[src/include/qdr_sniffer_macros.svh]
`ifndef QDR_SNIFFER_MACROS_SVH
`define QDR_SNIFFER_MACROS_SVH

// ====================================================================
// qdr port geometry
// ====================================================================

// word address into the qdr array
`define QDR_ADDR_WIDTH 21
// one half of a two-beat burst
`define QDR_DATA_WIDTH 36
// byte-write bits per half, one per 18-bit group
`define QDR_BW_WIDTH 2
// read strobe to rd_dvld, fixed by the controller
`define QDR_LATENCY 10

// ====================================================================
// host address windows, base inclusive, high exclusive
// ====================================================================

// backdoor into the qdr array
`define SNIFF_BASE 32'h0100_0000
`define SNIFF_HIGH 32'h0200_0000
// status, reset control and scratch
`define CFG_BASE 32'h0000_1000
`define CFG_HIGH 32'h0000_1010

`endif

[src/qdr_types_pkg.sv]
`include "qdr_sniffer_macros.svh"

package qdr_types_pkg;

  // word address on the controller port
  typedef logic [`QDR_ADDR_WIDTH-1:0] qdr_addr_t;

  // full burst word, high half in the upper bits
  typedef logic [2*`QDR_DATA_WIDTH-1:0] qdr_word_t;

  // byte writes, 1:0 low half and 3:2 high half
  typedef logic [2*`QDR_BW_WIDTH-1:0] qdr_be_t;

  // slot arbiter states
  // fabric owns the port in arb_slave
  // arb_slave_wait lets a pending fabric strobe drain
  // arb_backdoor is the single stolen slot
  typedef enum logic [1:0] {
    arb_slave,
    arb_slave_wait,
    arb_backdoor,
    arb_backdoor_wait
  } arb_state_t;

endpackage

[src/host_bus_pkg.sv]
package host_bus_pkg;

  // byte address as seen on the host bus
  typedef logic [31:0] host_addr_t;

  // one host data word
  typedef logic [31:0] host_data_t;

  // byte enables, bit k for byte lane k
  typedef logic [3:0] host_be_t;

  // status window registers by word offset
  // offset 3 is unused and reads zero
  typedef enum logic [1:0] {
    cfg_status  = 2'd0,
    cfg_ctrl    = 2'd1,
    cfg_scratch = 2'd2
  } cfg_reg_t;

endpackage

[src/host_slave_port.sv]
`include "qdr_sniffer_macros.svh"

module host_slave_port (
  input  logic                     qdr_clk,
  input  logic                     qdr_rst,
  input  host_bus_pkg::host_addr_t host_addr,
  input  host_bus_pkg::host_be_t   host_be,
  input  host_bus_pkg::host_data_t host_wdata,
  input  logic                     host_rnw,
  input  logic                     host_select,
  input  logic                     bd_done,
  input  host_bus_pkg::host_data_t bd_rdata,
  input  logic                     cfg_done,
  input  host_bus_pkg::host_data_t cfg_rdata,
  output host_bus_pkg::host_data_t host_rdata,
  output logic                     host_ack,
  output logic                     host_tout_sup,
  output logic                     bd_en,
  output logic                     cfg_en,
  output host_bus_pkg::host_addr_t local_addr,
  output host_bus_pkg::host_be_t   local_be,
  output host_bus_pkg::host_data_t local_wdata,
  output logic                     local_rnw
);

  import host_bus_pkg::*;

  logic       bd_match;
  logic       cfg_match;
  logic       sel_state;
  host_data_t done_rdata;

  // ====================================================================
  // address decode
  // ====================================================================

  always_comb begin
    bd_match  = (host_addr >= `SNIFF_BASE) && (host_addr < `SNIFF_HIGH);
    cfg_match = (host_addr >= `CFG_BASE) && (host_addr < `CFG_HIGH);
    // offset into whichever window matched
    // host holds address until ack so this stays valid for the block
    if (bd_match) begin
      local_addr = host_addr - `SNIFF_BASE;
    end else begin
      local_addr = host_addr - `CFG_BASE;
    end
    local_be    = host_be;
    local_wdata = host_wdata;
    local_rnw   = host_rnw;
  end

  // ====================================================================
  // transfer start
  // ====================================================================

  // sel_state marks an open decoded transfer
  // enable pulses one cycle after the first matching select
  always_ff @(posedge qdr_clk) begin
    if (qdr_rst) begin
      sel_state <= 1'b0;
      bd_en     <= 1'b0;
      cfg_en    <= 1'b0;
    end else begin
      bd_en  <= 1'b0;
      cfg_en <= 1'b0;
      if (!sel_state && host_select && (bd_match || cfg_match)) begin
        sel_state <= 1'b1;
        bd_en     <= bd_match;
        cfg_en    <= cfg_match;
      end
      // ack closes the transfer, so does the host giving up
      if (host_ack || !host_select) begin
        sel_state <= 1'b0;
      end
    end
  end

  // keeps the bus timeout off while a block works on it
  assign host_tout_sup = sel_state;

  // ====================================================================
  // ack and read data
  // ====================================================================

  // only one block is ever enabled, so the done pulses never overlap
  always_comb begin
    host_ack   = bd_done | cfg_done;
    done_rdata = bd_done ? bd_rdata : cfg_rdata;
    // bus is wired-or, drive zero outside the ack cycle
    host_rdata = host_ack ? done_rdata : '0;
  end

endmodule

[src/backdoor_bridge.sv]
`include "qdr_sniffer_macros.svh"

module backdoor_bridge (
  input  logic                     qdr_clk,
  input  logic                     qdr_rst,
  input  logic                     bd_en,
  input  host_bus_pkg::host_addr_t local_addr,
  input  host_bus_pkg::host_be_t   local_be,
  input  host_bus_pkg::host_data_t local_wdata,
  input  logic                     local_rnw,
  input  logic                     bd_grant,
  input  qdr_types_pkg::qdr_word_t master_rd_data,
  input  logic                     master_rd_dvld,
  output logic                     bd_req,
  output logic                     bd_r,
  output logic                     bd_w,
  output qdr_types_pkg::qdr_addr_t bd_addr,
  output qdr_types_pkg::qdr_word_t bd_d,
  output qdr_types_pkg::qdr_be_t   bd_be,
  output logic                     bd_done,
  output host_bus_pkg::host_data_t bd_rdata
);

  import qdr_types_pkg::*;
  import host_bus_pkg::*;

  localparam int half_w = `QDR_DATA_WIDTH;
  localparam int lat_w  = $clog2(`QDR_LATENCY);

  typedef enum logic [1:0] {
    bd_idle,
    bd_request,
    bd_read_wait
  } bd_state_t;

  bd_state_t                state;
  logic [lat_w-1:0]         lat_cnt;
  logic                     rd_sel;
  logic                     rd_hit;
  logic [half_w-1:0]        wr_half;
  logic [`QDR_BW_WIDTH-1:0] wr_bw;
  logic [half_w-1:0]        rd_half;
  host_data_t               rd_word;

  // ====================================================================
  // lane mapping
  // ====================================================================

  // host byte k sits in bits 9k+7:9k of the half
  // ninth bit of each lane stays zero
  always_comb begin
    wr_half = '0;
    rd_half = rd_sel ? master_rd_data[half_w +: half_w] : master_rd_data[0 +: half_w];
    for (int k = 0; k < 4; k++) begin
      wr_half[9*k +: 8] = local_wdata[8*k +: 8];
      rd_word[8*k +: 8] = rd_half[9*k +: 8];
    end
    // one bw bit covers two byte lanes
    wr_bw = {local_be[3] | local_be[2], local_be[1] | local_be[0]};
  end

  // ====================================================================
  // request FSM
  // ====================================================================

  // around our slot the arbiter leaves a gap on each side,
  // so any dvld from latency-1 on is ours
  assign rd_hit = (state == bd_read_wait) && (lat_cnt == '0) && master_rd_dvld;

  always_ff @(posedge qdr_clk) begin
    if (qdr_rst) begin
      state   <= bd_idle;
      bd_req  <= 1'b0;
      bd_r    <= 1'b0;
      bd_w    <= 1'b0;
      bd_done <= 1'b0;
      lat_cnt <= '0;
    end else begin
      bd_done <= 1'b0;
      case (state)
        bd_idle: begin
          if (bd_en) begin
            bd_req <= 1'b1;
            bd_r   <= local_rnw;
            bd_w   <= !local_rnw;
            state  <= bd_request;
          end
        end
        bd_request: begin
          // hold everything until the arbiter takes the slot
          if (bd_grant) begin
            bd_req  <= 1'b0;
            lat_cnt <= lat_w'(`QDR_LATENCY - 2);
            if (bd_w) begin
              // write is done once issued
              bd_done <= 1'b1;
              state   <= bd_idle;
            end else begin
              state <= bd_read_wait;
            end
          end
        end
        bd_read_wait: begin
          if (lat_cnt != '0) begin
            lat_cnt <= lat_cnt - 1'b1;
          end
          if (rd_hit) begin
            bd_done <= 1'b1;
            state   <= bd_idle;
          end
        end
        default: begin
          state <= bd_idle;
        end
      endcase
    end
  end

  // command payload, taken once per host access
  always_ff @(posedge qdr_clk) begin
    if (bd_en && (state == bd_idle)) begin
      bd_addr <= local_addr[`QDR_ADDR_WIDTH+2:3];
      rd_sel  <= local_addr[2];
      // other half gets zero data and no byte writes
      if (local_addr[2]) begin
        bd_d  <= {wr_half, {half_w{1'b0}}};
        bd_be <= {wr_bw, {`QDR_BW_WIDTH{1'b0}}};
      end else begin
        bd_d  <= {{half_w{1'b0}}, wr_half};
        bd_be <= {{`QDR_BW_WIDTH{1'b0}}, wr_bw};
      end
    end
    if (rd_hit) begin
      bd_rdata <= rd_word;
    end
  end

endmodule

[src/sniff_arbiter.sv]
module sniff_arbiter (
  input  logic                     qdr_clk,
  input  logic                     qdr_rst,
  input  qdr_types_pkg::qdr_addr_t slave_addr,
  input  logic                     slave_wr_strb,
  input  qdr_types_pkg::qdr_word_t slave_wr_data,
  input  qdr_types_pkg::qdr_be_t   slave_wr_be,
  input  logic                     slave_rd_strb,
  input  logic                     bd_req,
  input  logic                     bd_r,
  input  logic                     bd_w,
  input  qdr_types_pkg::qdr_addr_t bd_addr,
  input  qdr_types_pkg::qdr_word_t bd_d,
  input  qdr_types_pkg::qdr_be_t   bd_be,
  output logic                     slave_ack,
  output logic                     bd_grant,
  output qdr_types_pkg::qdr_addr_t master_addr,
  output logic                     master_wr_strb,
  output qdr_types_pkg::qdr_word_t master_wr_data,
  output qdr_types_pkg::qdr_be_t   master_wr_be,
  output logic                     master_rd_strb
);

  import qdr_types_pkg::*;

  arb_state_t arb_state;
  logic       slave_strb;
  logic       fabric_data;

  assign slave_strb = slave_wr_strb | slave_rd_strb;

  // ====================================================================
  // slot state machine
  // ====================================================================

  // backdoor gets exactly one slot, then a gap, then fabric again
  always_ff @(posedge qdr_clk) begin
    if (qdr_rst) begin
      arb_state <= arb_slave;
    end else begin
      case (arb_state)
        arb_slave: begin
          if (bd_req) begin
            // a fabric strobe this cycle is still taken
            if (slave_strb) begin
              arb_state <= arb_slave_wait;
            end else begin
              arb_state <= arb_backdoor;
            end
          end
        end
        arb_slave_wait: begin
          arb_state <= arb_backdoor;
        end
        arb_backdoor: begin
          arb_state <= arb_backdoor_wait;
        end
        arb_backdoor_wait: begin
          arb_state <= arb_slave;
        end
        default: begin
          arb_state <= arb_slave;
        end
      endcase
    end
  end

  // ====================================================================
  // command muxes
  // ====================================================================

  always_comb begin
    slave_ack = (arb_state == arb_slave);
    bd_grant  = (arb_state == arb_backdoor);
    // wr data lags a cycle behind the strobe, so fabric keeps it
    // through the wait state
    fabric_data = (arb_state == arb_slave) || (arb_state == arb_slave_wait);

    master_wr_strb = (slave_wr_strb && slave_ack) || (bd_w && bd_grant);
    master_rd_strb = (slave_rd_strb && slave_ack) || (bd_r && bd_grant);
    master_addr    = slave_ack ? slave_addr : bd_addr;
    master_wr_data = fabric_data ? slave_wr_data : bd_d;
    master_wr_be   = fabric_data ? slave_wr_be : bd_be;
  end

endmodule

[src/qdr_status_regs.sv]
module qdr_status_regs (
  input  logic                     qdr_clk,
  input  logic                     qdr_rst,
  input  logic                     cfg_en,
  input  host_bus_pkg::host_addr_t local_addr,
  input  host_bus_pkg::host_data_t local_wdata,
  input  logic                     local_rnw,
  input  logic                     phy_rdy,
  input  logic                     cal_fail,
  output logic                     cfg_done,
  output host_bus_pkg::host_data_t cfg_rdata,
  output logic                     qdr_reset
);

  import host_bus_pkg::*;

  logic [1:0] phy_rdy_sync;
  logic [1:0] cal_fail_sync;
  host_data_t scratch;
  cfg_reg_t   reg_sel;
  logic       wr_en;

  // word offset within the 16 byte window
  always_comb begin
    reg_sel = cfg_reg_t'(local_addr[3:2]);
    wr_en   = cfg_en && !local_rnw;
  end

  // two flop sync on the phy flags
  always_ff @(posedge qdr_clk) begin
    phy_rdy_sync  <= {phy_rdy_sync[0], phy_rdy};
    cal_fail_sync <= {cal_fail_sync[0], cal_fail};
  end

  // ====================================================================
  // control and handshake
  // ====================================================================

  always_ff @(posedge qdr_clk) begin
    if (qdr_rst) begin
      cfg_done  <= 1'b0;
      qdr_reset <= 1'b0;
    end else begin
      cfg_done <= cfg_en;
      if (wr_en && (reg_sel == cfg_ctrl)) begin
        qdr_reset <= local_wdata[0];
      end
    end
  end

  // scratch and read data
  always_ff @(posedge qdr_clk) begin
    if (wr_en && (reg_sel == cfg_scratch)) begin
      scratch <= local_wdata;
    end
    if (cfg_en) begin
      case (reg_sel)
        cfg_status:  cfg_rdata <= {30'b0, cal_fail_sync[1], phy_rdy_sync[1]};
        cfg_ctrl:    cfg_rdata <= {31'b0, qdr_reset};
        cfg_scratch: cfg_rdata <= scratch;
        // unused offset
        default:     cfg_rdata <= '0;
      endcase
    end
  end

endmodule

[src/qdr_sniffer_top.sv]
module qdr_sniffer_top (
  input  logic                     qdr_clk,
  input  logic                     qdr_rst,
  // host register bus
  input  host_bus_pkg::host_addr_t host_addr,
  input  host_bus_pkg::host_be_t   host_be,
  input  host_bus_pkg::host_data_t host_wdata,
  input  logic                     host_rnw,
  input  logic                     host_select,
  output host_bus_pkg::host_data_t host_rdata,
  output logic                     host_ack,
  output logic                     host_tout_sup,
  // fabric user port
  input  qdr_types_pkg::qdr_addr_t slave_addr,
  input  logic                     slave_wr_strb,
  input  qdr_types_pkg::qdr_word_t slave_wr_data,
  input  qdr_types_pkg::qdr_be_t   slave_wr_be,
  input  logic                     slave_rd_strb,
  output qdr_types_pkg::qdr_word_t slave_rd_data,
  output logic                     slave_rd_dvld,
  output logic                     slave_ack,
  // qdr controller user port
  output qdr_types_pkg::qdr_addr_t master_addr,
  output logic                     master_wr_strb,
  output qdr_types_pkg::qdr_word_t master_wr_data,
  output qdr_types_pkg::qdr_be_t   master_wr_be,
  output logic                     master_rd_strb,
  input  qdr_types_pkg::qdr_word_t master_rd_data,
  input  logic                     master_rd_dvld,
  input  logic                     phy_rdy,
  input  logic                     cal_fail,
  output logic                     qdr_reset
);

  import qdr_types_pkg::*;
  import host_bus_pkg::*;

  // host port to blocks
  logic       bd_en, cfg_en, local_rnw;
  host_addr_t local_addr;
  host_be_t   local_be;
  host_data_t local_wdata;
  logic       bd_done, cfg_done;
  host_data_t bd_rdata, cfg_rdata;

  // bridge to arbiter
  logic      bd_req, bd_r, bd_w, bd_grant;
  qdr_addr_t bd_addr;
  qdr_word_t bd_d;
  qdr_be_t   bd_be;

  // read return goes to the fabric untouched
  assign slave_rd_data = master_rd_data;
  assign slave_rd_dvld = master_rd_dvld;

  host_slave_port u_host_slave_port (
    .qdr_clk, .qdr_rst, .host_addr, .host_be, .host_wdata, .host_rnw, .host_select,
    .bd_done, .bd_rdata, .cfg_done, .cfg_rdata, .host_rdata, .host_ack, .host_tout_sup,
    .bd_en, .cfg_en, .local_addr, .local_be, .local_wdata, .local_rnw
  );

  backdoor_bridge u_backdoor_bridge (
    .qdr_clk, .qdr_rst, .bd_en, .local_addr, .local_be, .local_wdata, .local_rnw,
    .bd_grant, .master_rd_data, .master_rd_dvld, .bd_req, .bd_r, .bd_w, .bd_addr,
    .bd_d, .bd_be, .bd_done, .bd_rdata
  );

  sniff_arbiter u_sniff_arbiter (
    .qdr_clk, .qdr_rst, .slave_addr, .slave_wr_strb, .slave_wr_data, .slave_wr_be,
    .slave_rd_strb, .bd_req, .bd_r, .bd_w, .bd_addr, .bd_d, .bd_be, .slave_ack,
    .bd_grant, .master_addr, .master_wr_strb, .master_wr_data, .master_wr_be,
    .master_rd_strb
  );

  qdr_status_regs u_qdr_status_regs (
    .qdr_clk, .qdr_rst, .cfg_en, .local_addr, .local_wdata, .local_rnw, .phy_rdy,
    .cal_fail, .cfg_done, .cfg_rdata, .qdr_reset
  );

endmodule

[config.mk]
export PLATFORM = sky130hd
export DESIGN_NAME = qdr_sniffer_top
export DESIGN_NICKNAME = d
export VERILOG_FILES = /design/src/qdr_types_pkg.sv /design/src/host_bus_pkg.sv /design/src/host_slave_port.sv /design/src/backdoor_bridge.sv /design/src/sniff_arbiter.sv /design/src/qdr_status_regs.sv /design/src/qdr_sniffer_top.sv
export VERILOG_INCLUDE_DIRS = /design/src /design/src/include
export SDC_FILE = /design/constraint.sdc
export NUM_CORES = 1
export LEC_CHECK = 0
export BUFFER_PORTS_ARGS = -buffer_cell sky130_fd_sc_hd__buf_2
export CORE_MARGIN = 3
export CORE_UTILIZATION = 30
export CTS_CLUSTER_DIAMETER = 100
export DETAILED_ROUTE_END_ITERATION = 10
export GPL_TIMING_DRIVEN = 0
export SLEW_MARGIN = 20
export SYNTH_ARGS = -nofsm -noshare
export SYNTH_HDL_FRONTEND = slang
export SYNTH_SLANG_ARGS = --single-unit
[constraint.sdc]
create_clock -name qdr_clk -period 5.1 [get_ports qdr_clk]
set_clock_uncertainty 0.2 [all_clocks]
set_input_delay 0.765 -clock qdr_clk [delete_from_list [all_inputs] [get_ports qdr_clk]]
set_output_delay 0.765 -clock qdr_clk [all_outputs]
set_load 0.02 [all_outputs]
==> results.json <==
{
  "grt_overflow": 0,
  "die_w_um": 187.7,
  "setup_viol": 0,
  "rr_worst_depth": 7,
  "rrSetupSlack_ns": 2.90,
  "maxCapViolations": 0,
  "syn_avg_cell_area_um2": 13.93,
  "numCtsBuffers": 25,
  "viasPerCell": 4.354,
  "synthArstFlopShare": 0,
  "p_per_area_mw_per_mm2": 367.9,
  "wl_per_cell_um": 18.19,
  "rsz0062_at_grt": "false",
  "seqPwrFrac": 0.372,
  "netlist_area_mm2": 0.009901,
  "post_cts_resized": 0,
  "leakage_nw": 5.761,
  "hold_class": "flip-flop to flip-flop",
  "drtIter0Drc": 312,
  "synth.most_common_cell": "edfxtp_1",
  "synthCells": 711,
  "p_switching_w": 0.001486,
  "synth_edf_count": 186,
  "grt_pass1_vias": 7264,
  "final_nets": 1443,
  "internal_power_w": 0.003511,
  "syn_to_final_growth_pct": 37.19,
  "r2r-end": "u_sniff_arbiter.arb_state[1]",
  "core_area_mm2": 0.03204,
  "ios": 454,
  "grt_max_degree": 54,
  "antenna_found_initial": 2,
  "ys_types": 47,
  "synth-seq-cells": 207,
  "place_congestion": 0.8317,
  "fin_crit_sh": 0.7991,
  "syn-num-nets": 967,
  "cts_tree": "yes",
  "htreeDepth": 1,
  "grt_usage": 0.1620,
  "clkTransAtPathRegs_ns": 0.06,
  "cp_max_fo": 10,
  "max-slew-margin-rel": 0.4840,
  "die_h_um": 187.7,
  "drc": 0,
  "clkPwrFrac": 0.346,
  "synthTopCellsByArea": "edfxtp_1 56%, mux2_2 14%, buf_4 5.5%",
  "routed_wl_um": 29870,
  "status": "complete, no violations",
  "fmaxAchievable_mhz": 245.4,
  "worst_slew_pin_slew_ns": 0.7712,
  "synth_common_cells": "186 x edfxtp_1, 121 x mux2_2, 73 x buf_4, 62 x and2_1, 46 x nor2b_1",
  "die-area_mm2": 0.03522,
  "comb_power_share": 0.282,
  "worstSetupEndpointType": "output pin",
  "rows": 65,
  "grt_pass1_wl_um": 44230,
  "ys.flop_type": "edfxtp_1",
  "fin_util": 0.4239,
  "hold_violations": 0,
  "ant_nets": 0,
  "cts.sinks": 207,
  "clock_latency_ns": 0.51,
  "hp-start": "u_qdr_status_regs.phy_rdy_sync[0]",
  "fin_crit_ns": 4.075,
  "yosys.area.top_type": "edfxtp_1",
  "cts.path.max_buffers": 3,
  "synth_top_area_frac": 0.5641,
  "vias": 7149,
  "port_buffers": 445,
  "postCtsSetupRepairBufs": 0,
  "synth.yosys.seq_area_share": 0.6066,
  "min_path_cells": 0,
  "postCtsHoldBufs": 0,
  "cp.required_ns": 4.14,
  "ctsRootBufferMaster": "clkbuf_16",
  "stdcell_count": 1642,
  "finalPower_w": 0.004997,
  "dp_hpwl_um": 24100,
  "startpoint_type": "flip-flop",
  "timing.rr.start": "u_sniff_arbiter.arb_state[1]",
  "fin_setup_tns_ns": 0,
  "max-vdd-ir-drop_mv": 0.2115,
  "dr.pass1.iters": 4,
  "place_inst": 1595,
  "path_class": "flip-flop to output pin",
  "holdPathEnd": "u_qdr_status_regs.phy_rdy_sync[1]",
  "layout-drive-gt1-share": 0.5755,
  "slew_viol_final": 0,
  "yosysWarnings": 0,
  "start_util": 0.3090,
  "cp_data_arrival_time_ns": 3.11,
  "swShare": 0.2975
}
## layer usage
| metal | track usage | wire [um] | vias up |
|---|---|---|---|
| li1 | - | - | 3484 |
| met5 | 0 | 12 | - |
| met2 | 0.2701 | 14220 | 245 |
| met1 | 0.2209 | 13350 | 3377 |
| met4 | 0.04214 | 753 | 2 |
| met3 | 0.02561 | 1534 | 41 |
## how the worst max path moves through the flow
stage / startpoint / endpoint / slack, ns / cells past startpoint
6_report: u_sniff_arbiter.arb_state[0] / master_wr_data[29] / 1.02 / 7
5_1_grt: u_sniff_arbiter.arb_state[0] / master_wr_data[29] / 0.79 / 7
4_1_cts: u_sniff_arbiter.arb_state[0] / master_wr_data[49] / 0.87 / 7
3_5_place_dp: u_sniff_arbiter.arb_state[0] / master_wr_data[49] / 1.43 / 7
3_3_place_gp: u_backdoor_bridge.state[0] / u_backdoor_bridge.bd_d[20] / 1.02 / 4
2_1_floorplan: u_backdoor_bridge.state[0] / u_backdoor_bridge.bd_addr[0] / 2.01 / 4
## cell families after synthesis
group,Yosys count,synth area share
DFF,207,0.6066
AOI/OAI and AO/OA,59,0.04676
adders and majority gates,10,0.01264
xor gates and xnor gates,11,0.009731
muxes,124,0.1407
and+or+nand+nor,178,0.1089
buffers and inverters,122,0.07469
## layout by cell type (no fill, tap or decap), types with 2 or more instances in the layout
cell,count
nand2b_1,4
clkbuf_1,27
ha_1,10
nand3b_1,2
nand4_1,4
inv_6,2
nor2_1,19
clkbuf_16,25
dfxtp_1,20
nand2_1,9
edfxtp_1,186
nor4bb_1,2
inv_1,12
clkinv_1,8
buf_2,451
nor4_1,4
o21ai_0,5
xnor2_1,11
and3_1,2
mux2i_1,3
clkinv_2,3
a22o_1,34
a21oi_1,9
a311oi_1,2
buf_4,73
mux2_2,121
and2_1,62
bufinv_16,3
nor3_1,5
nand3_1,5
buf_1,6
a21boi_0,2
nor2b_1,46
or3b_2,2
buf_12,3
clkinv_4,2
## worst max-delay path, cell delays in order (launching register included)
cell and delay (ns):
dfxtp_1 0.35, inv_1 0.07, ha_1 0.23, nor2_1 0.61
buf_2 0.45, buf_2 0.31, mux2_2 0.40, buf_2 0.17
## power groups by stage
stage	Sequential [W]	Combinational (W)	Clock [W]
global route	0.00186	0.00151	0.00185
detailed placement	0.00189	0.00142	0
finish	0.00186	0.00141	0.00173
floorplan	0.00189	0.000938	0
CTS	0.00186	0.00143	0.00178
global placement	0.00189	0.00142	0
## flip-flops by register name, summed over array words and instances, names as in the netlist, 2 cells and up
register                         count
u_qdr_status_regs.phy_rdy_sync       2
u_backdoor_bridge.bd_d              64
u_backdoor_bridge.bd_rdata          32
u_sniff_arbiter.arb_state            2
u_qdr_status_regs.cfg_rdata         32
u_backdoor_bridge.bd_be              4
u_backdoor_bridge.lat_cnt            4
u_backdoor_bridge.bd_addr           21
u_backdoor_bridge.state              2
u_qdr_status_regs.cal_fail_sync      2
u_qdr_status_regs.scratch           32
## cell type report
cell class                      count  area, um^2
Fill cell                        3060       18460
Sequential cell                   207        6007
Multi-Input combinational cell    382        3164
Timing Repair Buffer              449        2315
Buffer                            109       690.7
Clock buffer                       28       636.9
Tap cell                          435       544.3
Clock inverter                     18       168.9
Inverter                           13       53.80
Antenna cell                        1       2.502
## stage by stage
stage	area [um^2]	hold WS, ns	setup WS, ns
after global placement	12670	0.1165	1.020
after floorplan	9901	0.1096	2.014
after CTS	13580	0.1160	0.8692
after detailed placement	12770	0.1171	1.429
after global routing	13580	0.1183	0.7875
final	13580	0.1313	1.025
No activity file was read; power rests on OpenSTA's default activity.
